**src/include/dac_macros.svh**
```systemverilog
`ifndef DAC_MACROS_SVH
`define DAC_MACROS_SVH

// Number of channel controllers behind the decoder
`define DAC_NUM_CHANNELS 4

// Upper address byte that selects this controller
`define DAC_POSITION 8'd240

// Register offsets inside the address window
`define DAC_REG_ID 8'd9
`define DAC_REG_BUSY 8'd10
`define DAC_REG_LAST_BASE 8'd16

// Identification value returned at DAC_REG_ID
`define DAC_ID_WORD 16'h0DAC

// Serial frame length in bits
`define DAC_FRAME_BITS 16

`endif

```
**src/rtl/dac_pkg.sv**
```systemverilog
`default_nettype none

`include "dac_macros.svh"

package dac_pkg;

  // Opcode carried in the upper half of a host write
  typedef enum logic [15:0] {
    NOP       = 16'd0,
    NEW_VALUE = 16'd1
  } dac_cmd_e;

  // Channel framing states, one-hot
  typedef enum logic [2:0] {
    IDLE  = 3'b001,
    SHIFT = 3'b010,
    LDAC  = 3'b100
  } dac_state_e;

  // One DAC code, one frame worth of bits
  typedef logic [`DAC_FRAME_BITS-1:0] dac_code_t;

endpackage

`default_nettype wire

```
**src/rtl/dac_chan_if.sv**
```systemverilog
`default_nettype none

interface dac_chan_if
  import dac_pkg::*;
();

  // One-cycle strobe from the decoder
  logic      load;
  // Code that goes with the strobe
  dac_code_t code;
  // Channel has a frame queued or in flight
  logic      busy;
  // Code of the last completed frame
  dac_code_t last_code;

  modport dec (
    output load,
    output code
  );

  modport chan (
    input  load,
    input  code,
    output busy,
    output last_code
  );

  // Read side for the readback mux
  modport mon (
    input busy,
    input last_code
  );

endinterface

`default_nettype wire

```
**src/rtl/cmd_decoder.sv**
```systemverilog
`default_nettype none

`include "dac_macros.svh"

module cmd_decoder
  import dac_pkg::*;
(
  input  wire logic        sclk,
  input  wire logic        reset,
  input  wire logic        cmd_bus_enable,
  input  wire logic        cmd_bus_wr,
  input  wire logic [15:0] cmd_bus_addr,
  input  wire logic [31:0] cmd_bus_data,
  dac_chan_if.dec          chan [`DAC_NUM_CHANNELS]
);

  logic                         window_hit;
  logic                         chan_in_range;
  logic                         new_value;
  logic                         write_hit;
  logic [7:0]                   chan_index;
  logic [`DAC_NUM_CHANNELS-1:0] chan_sel;
  dac_cmd_e                     opcode;
  dac_code_t                    write_code;

  // Controller select on the upper address byte
  assign window_hit = cmd_bus_enable && (cmd_bus_addr[15:8] == `DAC_POSITION);

  // Low byte picks the channel register
  assign chan_index    = cmd_bus_addr[7:0];
  assign chan_in_range = (chan_index < 8'(`DAC_NUM_CHANNELS));

  assign opcode     = dac_cmd_e'(cmd_bus_data[31:16]);
  assign write_code = dac_code_t'(cmd_bus_data[15:0]);

  // Only NEW_VALUE starts a transfer
  always_comb begin
    case (opcode)
      NEW_VALUE: new_value = 1'b1;
      default:   new_value = 1'b0;
    endcase
  end

  assign write_hit = window_hit && cmd_bus_wr && chan_in_range && new_value;

  // One-hot channel select for this write
  always_comb begin
    chan_sel = '0;
    for (int i = 0; i < `DAC_NUM_CHANNELS; i++) begin
      if (write_hit && (chan_index == 8'(i))) begin
        chan_sel[i] = 1'b1;
      end
    end
  end

  // Registered strobe and code per channel
  for (genvar i = 0; i < `DAC_NUM_CHANNELS; i++) begin : g_chan
    always_ff @(posedge sclk) begin
      if (reset) begin
        chan[i].load <= 1'b0;
      end else begin
        chan[i].load <= chan_sel[i];
      end
    end

    // Code only changes when this channel is written
    always_ff @(posedge sclk) begin
      if (chan_sel[i]) begin
        chan[i].code <= write_code;
      end
    end
  end

endmodule

`default_nettype wire

```
**src/rtl/dac_channel.sv**
```systemverilog
`default_nettype none

`include "dac_macros.svh"

module dac_channel
  import dac_pkg::*;
(
  input  wire logic sclk,
  input  wire logic reset,
  dac_chan_if.chan  bus,
  output logic      dac_din,
  output logic      nsync,
  output logic      nldac
);

  localparam logic [3:0] LAST_BIT = 4'(`DAC_FRAME_BITS - 1);

  dac_state_e state;
  dac_state_e state_next;
  logic       frame_start;

  // Latest code from the host, waiting for the serial side
  logic       pending_valid;
  dac_code_t  pending_code;

  dac_code_t  shift_reg;
  dac_code_t  frame_code;
  dac_code_t  last_code;
  logic [3:0] bit_count;

  // Framing sequence
  always_comb begin
    state_next  = state;
    frame_start = 1'b0;
    case (state)
      IDLE: begin
        if (pending_valid) begin
          state_next  = SHIFT;
          frame_start = 1'b1;
        end
      end
      SHIFT: begin
        // Last bit on the wire this cycle
        if (bit_count == LAST_BIT) begin
          state_next = LDAC;
        end
      end
      LDAC: begin
        state_next = IDLE;
      end
      default: begin
        state_next = IDLE;
      end
    endcase
  end

  always_ff @(posedge sclk) begin
    if (reset) begin
      state <= IDLE;
    end else begin
      state <= state_next;
    end
  end

  // A new load wins over the frame start that consumes the old one
  always_ff @(posedge sclk) begin
    if (reset) begin
      pending_valid <= 1'b0;
    end else if (bus.load) begin
      pending_valid <= 1'b1;
    end else if (frame_start) begin
      pending_valid <= 1'b0;
    end
  end

  always_ff @(posedge sclk) begin
    if (bus.load) begin
      pending_code <= bus.code;
    end
  end

  // Copy of the code in flight, for last_code
  always_ff @(posedge sclk) begin
    if (frame_start) begin
      frame_code <= pending_code;
    end
  end

  // MSB first, zeros shift in behind
  always_ff @(posedge sclk) begin
    if (reset) begin
      shift_reg <= '0;
    end else if (frame_start) begin
      shift_reg <= pending_code;
    end else if (state == SHIFT) begin
      shift_reg <= {shift_reg[`DAC_FRAME_BITS-2:0], 1'b0};
    end
  end

  always_ff @(posedge sclk) begin
    if (reset) begin
      bit_count <= '0;
    end else if (state == SHIFT) begin
      bit_count <= bit_count + 4'd1;
    end else begin
      bit_count <= '0;
    end
  end

  // Frame counts as sent once the load pulse is done
  always_ff @(posedge sclk) begin
    if (reset) begin
      last_code <= '0;
    end else if (state == LDAC) begin
      last_code <= frame_code;
    end
  end

  assign dac_din = shift_reg[`DAC_FRAME_BITS-1];
  assign nsync   = (state != SHIFT);
  assign nldac   = (state != LDAC);

  assign bus.busy      = bus.load || pending_valid || (state != IDLE);
  assign bus.last_code = last_code;

endmodule

`default_nettype wire

```
**src/rtl/readback_mux.sv**
```systemverilog
`default_nettype none

`include "dac_macros.svh"

module readback_mux
  import dac_pkg::*;
(
  input  wire logic        sclk,
  input  wire logic        reset,
  input  wire logic        cmd_bus_enable,
  input  wire logic        re,
  input  wire logic [15:0] cmd_bus_addr,
  dac_chan_if.mon          chan [`DAC_NUM_CHANNELS],
  output logic      [15:0] out_data
);

  logic                         cs;
  logic [7:0]                   offset;
  logic [`DAC_NUM_CHANNELS-1:0] busy_vec;
  dac_code_t                    last_codes [`DAC_NUM_CHANNELS];
  logic [15:0]                  read_value;

  assign cs     = cmd_bus_enable && (cmd_bus_addr[15:8] == `DAC_POSITION);
  assign offset = cmd_bus_addr[7:0];

  // Gather channel status
  for (genvar i = 0; i < `DAC_NUM_CHANNELS; i++) begin : g_mon
    assign busy_vec[i]   = chan[i].busy;
    assign last_codes[i] = chan[i].last_code;
  end

  // Undefined offsets fall through as zero
  always_comb begin
    read_value = 16'h0000;
    if (offset == `DAC_REG_ID) begin
      read_value = `DAC_ID_WORD;
    end else if (offset == `DAC_REG_BUSY) begin
      read_value = 16'(busy_vec);
    end else begin
      for (int i = 0; i < `DAC_NUM_CHANNELS; i++) begin
        if (offset == (`DAC_REG_LAST_BASE + 8'(i))) begin
          read_value = last_codes[i];
        end
      end
    end
  end

  // Zero whenever there is no read this edge
  always_ff @(posedge sclk) begin
    if (reset) begin
      out_data <= 16'h0000;
    end else if (cs && re) begin
      out_data <= read_value;
    end else begin
      out_data <= 16'h0000;
    end
  end

endmodule

`default_nettype wire

```
**src/rtl/dac_subsystem.sv**
```systemverilog
`default_nettype none

`include "dac_macros.svh"

module dac_subsystem (
  input  wire logic                         sclk,
  input  wire logic                         reset,

  // Host command bus
  input  wire logic                         cmd_bus_enable,
  input  wire logic                         cmd_bus_wr,
  input  wire logic                         re,
  input  wire logic [15:0]                  cmd_bus_addr,
  input  wire logic [31:0]                  cmd_bus_data,
  output logic      [15:0]                  out_data,

  // Serial DAC pins, one bit per channel
  output logic      [`DAC_NUM_CHANNELS-1:0] dac_din,
  output logic      [`DAC_NUM_CHANNELS-1:0] dac_nsync,
  output logic      [`DAC_NUM_CHANNELS-1:0] dac_nldac
);

  // One link per channel between decoder, channel and mux
  dac_chan_if chan_if [`DAC_NUM_CHANNELS] ();

  cmd_decoder u_cmd_decoder (
    .sclk           (sclk),
    .reset          (reset),
    .cmd_bus_enable (cmd_bus_enable),
    .cmd_bus_wr     (cmd_bus_wr),
    .cmd_bus_addr   (cmd_bus_addr),
    .cmd_bus_data   (cmd_bus_data),
    .chan           (chan_if)
  );

  // Identical channel controllers
  for (genvar i = 0; i < `DAC_NUM_CHANNELS; i++) begin : g_channel
    dac_channel u_dac_channel (
      .sclk    (sclk),
      .reset   (reset),
      .bus     (chan_if[i]),
      .dac_din (dac_din[i]),
      .nsync   (dac_nsync[i]),
      .nldac   (dac_nldac[i])
    );
  end

  readback_mux u_readback_mux (
    .sclk           (sclk),
    .reset          (reset),
    .cmd_bus_enable (cmd_bus_enable),
    .re             (re),
    .cmd_bus_addr   (cmd_bus_addr),
    .chan           (chan_if),
    .out_data       (out_data)
  );

endmodule

`default_nettype wire

```
**config.mk**
```make
export PLATFORM = sky130hd
export DESIGN_NAME = dac_subsystem
export DESIGN_NICKNAME = d
export VERILOG_FILES = /design/src/rtl/dac_pkg.sv /design/src/rtl/dac_chan_if.sv /design/src/rtl/cmd_decoder.sv /design/src/rtl/dac_channel.sv /design/src/rtl/readback_mux.sv /design/src/rtl/dac_subsystem.sv
export VERILOG_INCLUDE_DIRS = /design/src /design/src/include
export SDC_FILE = /design/constraint.sdc
export NUM_CORES = 1
export LEC_CHECK = 0
export BUFFER_PORTS_ARGS = -buffer_cell sky130_fd_sc_hd__buf_4
export CORE_MARGIN = 2
export CORE_UTILIZATION = 50
export DETAILED_ROUTE_END_ITERATION = 10
export HOLD_SLACK_MARGIN = 0.15
export PLACE_DENSITY = 0.72
export SYNTH_ARGS = -nofsm -noshare
export SYNTH_HDL_FRONTEND = slang
export SYNTH_SLANG_ARGS = --single-unit
```
**constraint.sdc**
```tcl
create_clock -name sclk -period 2.95 [get_ports sclk]
set_input_delay 0.59 -clock sclk [delete_from_list [all_inputs] [get_ports sclk]]
set_output_delay 0.59 -clock sclk [all_outputs]
set_load 0.03 [all_outputs]
```
# Word level (Yosys, flattened, before mapping)
# Cells that the tools add are included.
# word_totals
regBits,372
inputBits,53
output_inout_bits,28
# op_classes
add_sub_neg,4
order_cmp,1
n_eq_ne,47
muxes,47
n_bitwise,5
reduce_logical,37
# ops
cell,n
$mux 16,12
$eq 8x5->1 const B,4
$mux 12,2
$mux 3,8
$pmux 3 s2,4
$mux 1,21
$add 4x1->4 const B,4
$eq 16x1->1 const B,1
$eq 4x4->1 const B,4
$eq 8x2->1 const B,2
$eq 8x4->1 const B,2
$ne 2x1->1 const B,8
$reduce_bool 2->1,8
$eq 3x1->1 const B,4
$eq 3x2->1 const B,4
$eq 3x3->1 const B,4
$ne 3x1->1 const B,4
$ne 3x2->1 const B,4
$ne 3x3->1 const B,4
$reduce_or 2->1,5
$logic_and 1x1->1,9
$eq 8x1->1 const B,1
$eq 8x8->1 const B,1
$logic_not 8->1,1
6 further kinds,20

# Logic depth before layout (Yosys ltp)
# depth
depth_word,7
depth_mapped,7
depth_no_buf,5

# Cells and area by module
# Synthesis repeated with hierarchy kept, for this count alone.
# unflattened
hier_cells,1010
area_unflattened_um2,13499.2
# modules_own_cells
mod,n_inst,cells_per_inst,area_each_um2,seq_area_each_um2
dac_channel,4,205,2557.5,1761.7
cmd_decoder,1,97,2223.4,2001.9
readback_mux,1,93,1046.0,320.3

# Worst setup path after synthesis
# OpenSTA, ideal clock, no wires.
# synth_timing
path_type,input to register
start,input cmd_bus_addr[5]
end,"register u_cmd_decoder.chan[0].code[0], enable pin"
setup_time_ps,409
arrival_time_ps,2405
required_time_ps,2541
setup_slack_ps,136
cell_stages,4
path_cell_list,nor4_4 -> and3_1 -> nand4_4 -> nor3_1
# synth_via
elab_chain_cells,5
elab_cells_between_ends,6
classes_between,order compare: 1; mux: 1; reduce/logical: 4
# synth_rtl
element,line_no,source
start: declaration,dac_subsystem.sv:13,"input wire logic [15:0] cmd_bus_addr,"
$lt 8x3->1,cmd_decoder.sv:31,assign chan_in_range = (chan_index < 8'(`DAC_NUM_CHANNELS));
$logic_and 1x1->1 (2 in a row),cmd_decoder.sv:44,assign write_hit = window_hit && cmd_bus_wr && chan_in_range && new_value;
$logic_and 1x1->1 (*),cmd_decoder.sv:50,if (write_hit && (chan_index == 8'(i))) begin
$mux 1 (*),cmd_decoder.sv:50,
named net u_cmd_decoder.chan_sel[0],cmd_decoder.sv:22,logic [`DAC_NUM_CHANNELS-1:0] chan_sel;
end signal: assignment,cmd_decoder.sv:69,chan[i].code <= write_code;
end: declaration,dac_chan_if.sv:18,output code
# The timed path passes the listed nets; every way through them passes the cells marked *.
# A chain may end at the register's enable or synchronous reset.

# Final worst setup path
# layout_timing
start,register g_channel[1].u_dac_channel.state[0]
end,output dac_nldac[1]
# layout_via
elab_chain_cells,1
# layout_rtl
element,line_no,source
start: declaration,dac_channel.sv:18,dac_state_e state;
start signal: assignment,dac_channel.sv:61,state <= state_next;
$ne 3x3->1,dac_channel.sv:121,assign nldac = (state != LDAC);
end: declaration,dac_subsystem.sv:20,output logic [`DAC_NUM_CHANNELS-1:0] dac_nldac
# Every way passes these cells.

==> results by group <==
Die
  • Die Y: 167 um
  • Full die area: 27800 sq um
  • IO Pins: 81
  • Die Wd: 167 um
  • Core area: 26100 sq um
  • Initial core utilization: 50.9%
  • Row cnt: 59

Clock network
  • CTS tree: done
  • CTS Root Cell: clkbuf_16
  • Postcts setup bufs: 0
  • Hold-fix buffers, CTS: 0
  • H-Tree Depth: 2
  • Clock-pin slew on the worst setup and hold paths: 60 ps
  • CTS sink cnt: 372
  • CTS buffer count: 36
  • Max clock buf depth: 3
  • Later-pin clock latency in the skew report: 510 ps
  • Post-CTS sizing: 0

Logic synthesis
  • Post-synth EDFFs: 192
  • Number of synthesized register bits: 372
  • Gate Count Post-Synth: 1066
  • Ys Warns: 0
  • Synthesized cell area: 13300 sq um
  • Sequential cell area fraction in the yosys report: 70.7%
  • Cell variety after synth: 46
  • Most used DFF post-synth: edfxtp_1
  • Syn Nets: 1123
  • Async S/R FF share, synth: 0%
  • Synth Area per Inst: 12.4 sq um

Worst setup path
  • Worst r2r src: g_channel[2].u_dac_channel.state[0]$_SDFFE_PP1P_
  • CP max FO: 17
  • Kind of end point of the critical path: output pin
  • R2R Setup Slk: 830 ps
  • Req. time, crit path: 2360 ps
  • FF-to-FF path depth: 6
  • CP Class: reg2out
  • CP Data Arrival Time: 2070 ps
  • Crit start category: flip-flop
  • Crit Reg-Reg Endpoint: g_channel[2].u_dac_channel.shift_reg[14]$_SDFFE_PP0P_

STA
  • RSZ-0062 raised after global routing: false
  • Max_slew headroom: 37.7%
  • Worst slew pin tran: 933 ps
  • Post-layout min period: 2660 ps
  • Fin Setup TNS: 0 ps
  • Fmax: 0.376 GHz
  • Period utilization: 90.1%
  • Max Slew Vio Count: 0
  • Final hold vios: 0
  • Final setup violating endpoints: 0
  • Final Skew: 10.7 ps

Routing
  • WL final: 28200 um
  • Initial drt markers: 945
  • Vias per inst: 5.50
  • DR pass1 iterations: 7
  • Via Count: 8210
  • Drt wl/cell: 18.9 um
  • Drt drc: 0
  • Post-route antenna net violation count: 0

Final layout
  • Filler cells: 2066
  • Layout net count: 1191
  • Antenna cells: 0
  • Area Growth Syn to Fin: 13.9%
  • Share of cells above drive strength 1: 15.4%

Worst hold path
  • Worst hold stages: 1
  • HP Start: cmd_bus_data[1]
  • Hold WC Path Type: in2reg
  • Hold path endpoint: u_cmd_decoder.chan[1].code[1]$_DFFE_PP_

Pwr
  • Peak supply drop: 0.000584 V
  • Static Leakage: 0.00513 uW
  • Power Total: 9720 uW
  • Power per cell area: 644 nW/um^2

Global route
  • Met3 Use GR: 4.75%
  • Met2 usage: 32.4%
  • Grt ovf: 0
  • Number of global-route vias before repair: 7789
  • Global Route Usage Sum: 20.1%
  • Initial antenna violation count: 1
  • Largest net degree at the start of global routing: 65
  • GR peak layer: met2
  • GR Layer Usage met1: 27.3%
  • Global-route wire length before repair: 42900 um

Outcome
  • Status: complete, no violations

Flow run
  • MaxCap Viol Count: 0

Placement
  • Post-DP HPWL: 19000 um
  • RD Place Congestion: 0.869
  • IO Port Bufs: 80
where the power goes:
part / internal [uW] / total, uW / leakage, uW / switching, uW
clock: 2370 / 4150 / 0.000512 / 1790
sequential: 5400 / 5400 / 0.00317 / 0.0000964
combinational: 62.5 / 167 / 0.00144 / 104
total: 7830 / 9720 / 0.00513 / 1890
Yosys cell counts, drive strengths merged (12+ instances only):
cell	count	area [sq um]
a211oi	15	113
buf	51	332
nor3	18	90.1
dfxtp	180	3600
nor2	85	324
clkbuf	21	78.8
mux4	16	360
inv	12	45.0
a21oi	90	450
edfxtp	192	5770
nand3	15	75.1
mux2i	16	160
nand2	241	905
a311oi	42	368
cell type report:
cell class	count	area (sq um)	share of cell area [%]
clock buffers	55	1010	6.71
flip-flops and latches	372	9370	62.0
multi-input cells	609	3440	22.8
repair buffers	102	766	5.07
inverters	13	53.8	0.356
clock inverters	8	40.0	0.265
well taps	335	419	2.78
logic make-up after synthesis:
logic type                 synth area share [%]
xor gates and xnor gates                  0.528
and+or+nand+nor                            13.5
adders and majority gates                 0.377
DFF                                        70.7
buffers and inverters                      3.50
AOI/OAI and AO/OA                          7.51
muxes                                      3.93
metal layers:
layer / wire [um] / part of all wire (%)
met5: 49 / 0.17
met4: 554 / 2.0
met3: 2340 / 8.3
met2: 13200 / 47
met1: 12100 / 43
critical path, stage by stage (launching register included):
cell and delay [ps]:
dfxtp_1 330, nor2_1 110, and2_1 560, inv_2 300, buf_4 250
worst max path at each step:
stage                                                      from                                       to  slack, ps  depth (start not counted)
4_1_cts        g_channel[1].u_dac_channel.state[0]$_SDFFE_PP1P_                             dac_nldac[1]        310                          4
3_3_place_gp                                    cmd_bus_addr[5]  u_cmd_decoder.chan[3].code[6]$_DFFE_PP_        530                          6
5_1_grt        g_channel[1].u_dac_channel.state[1]$_SDFFE_PP0P_                             dac_nldac[1]        150                          4
6_report       g_channel[1].u_dac_channel.state[0]$_SDFFE_PP1P_                             dac_nldac[1]        290                          4
2_1_floorplan                                   cmd_bus_addr[5]  u_cmd_decoder.chan[0].code[0]$_DFFE_PP_        140                          4
3_5_place_dp                                    cmd_bus_addr[5]  u_cmd_decoder.chan[3].code[4]$_DFFE_PP_        550                          6
layout by cell type (no fill, tap or decap), types with 2 or more instances in the layout:
cell,Yosys,layout
inv_2,4,4
xor2_1,4,4
a211oi_1,15,15
nor3_1,18,17
buf_4,16,102
mux2i_1,16,16
nor4_1,4,4
mux4_2,16,16
nor3b_1,6,6
clkbuf_8,0,2
nor4_4,1,2
nand2_1,241,241
a21oi_1,90,90
dfxtp_1,180,180
nor2_1,83,83
and2_1,4,4
o311ai_0,2,2
nor3b_2,2,2
a22oi_1,3,3
clkbuf_16,0,37
clkbuf_1,21,16
clkinv_2,0,5
nor2b_1,10,10
nor2_2,2,2
a311oi_1,42,42
nand2b_1,8,8
nand3_1,15,15
xnor2_1,4,4
o21ai_0,5,5
ha_1,4,4
inv_1,8,8
and3_1,3,3
clkinv_1,0,2
edfxtp_1,192,192
per-stage QoR:
stage                     setup slack (ps)  instance area, sq um  instances  hold slack [ps]  utilization, %
final                                  293                 15100       1494              334            57.9
after floorplan                        136                 13300       1066              400               -
after CTS                              309                 15100       1494              323            57.9
after global placement                 533                 14000       1431              400            53.9
after global routing                   149                 15100       1494              322            57.9
after detailed placement               554                 14000       1431              405            53.9
Power figures use the tool's default switching activity.
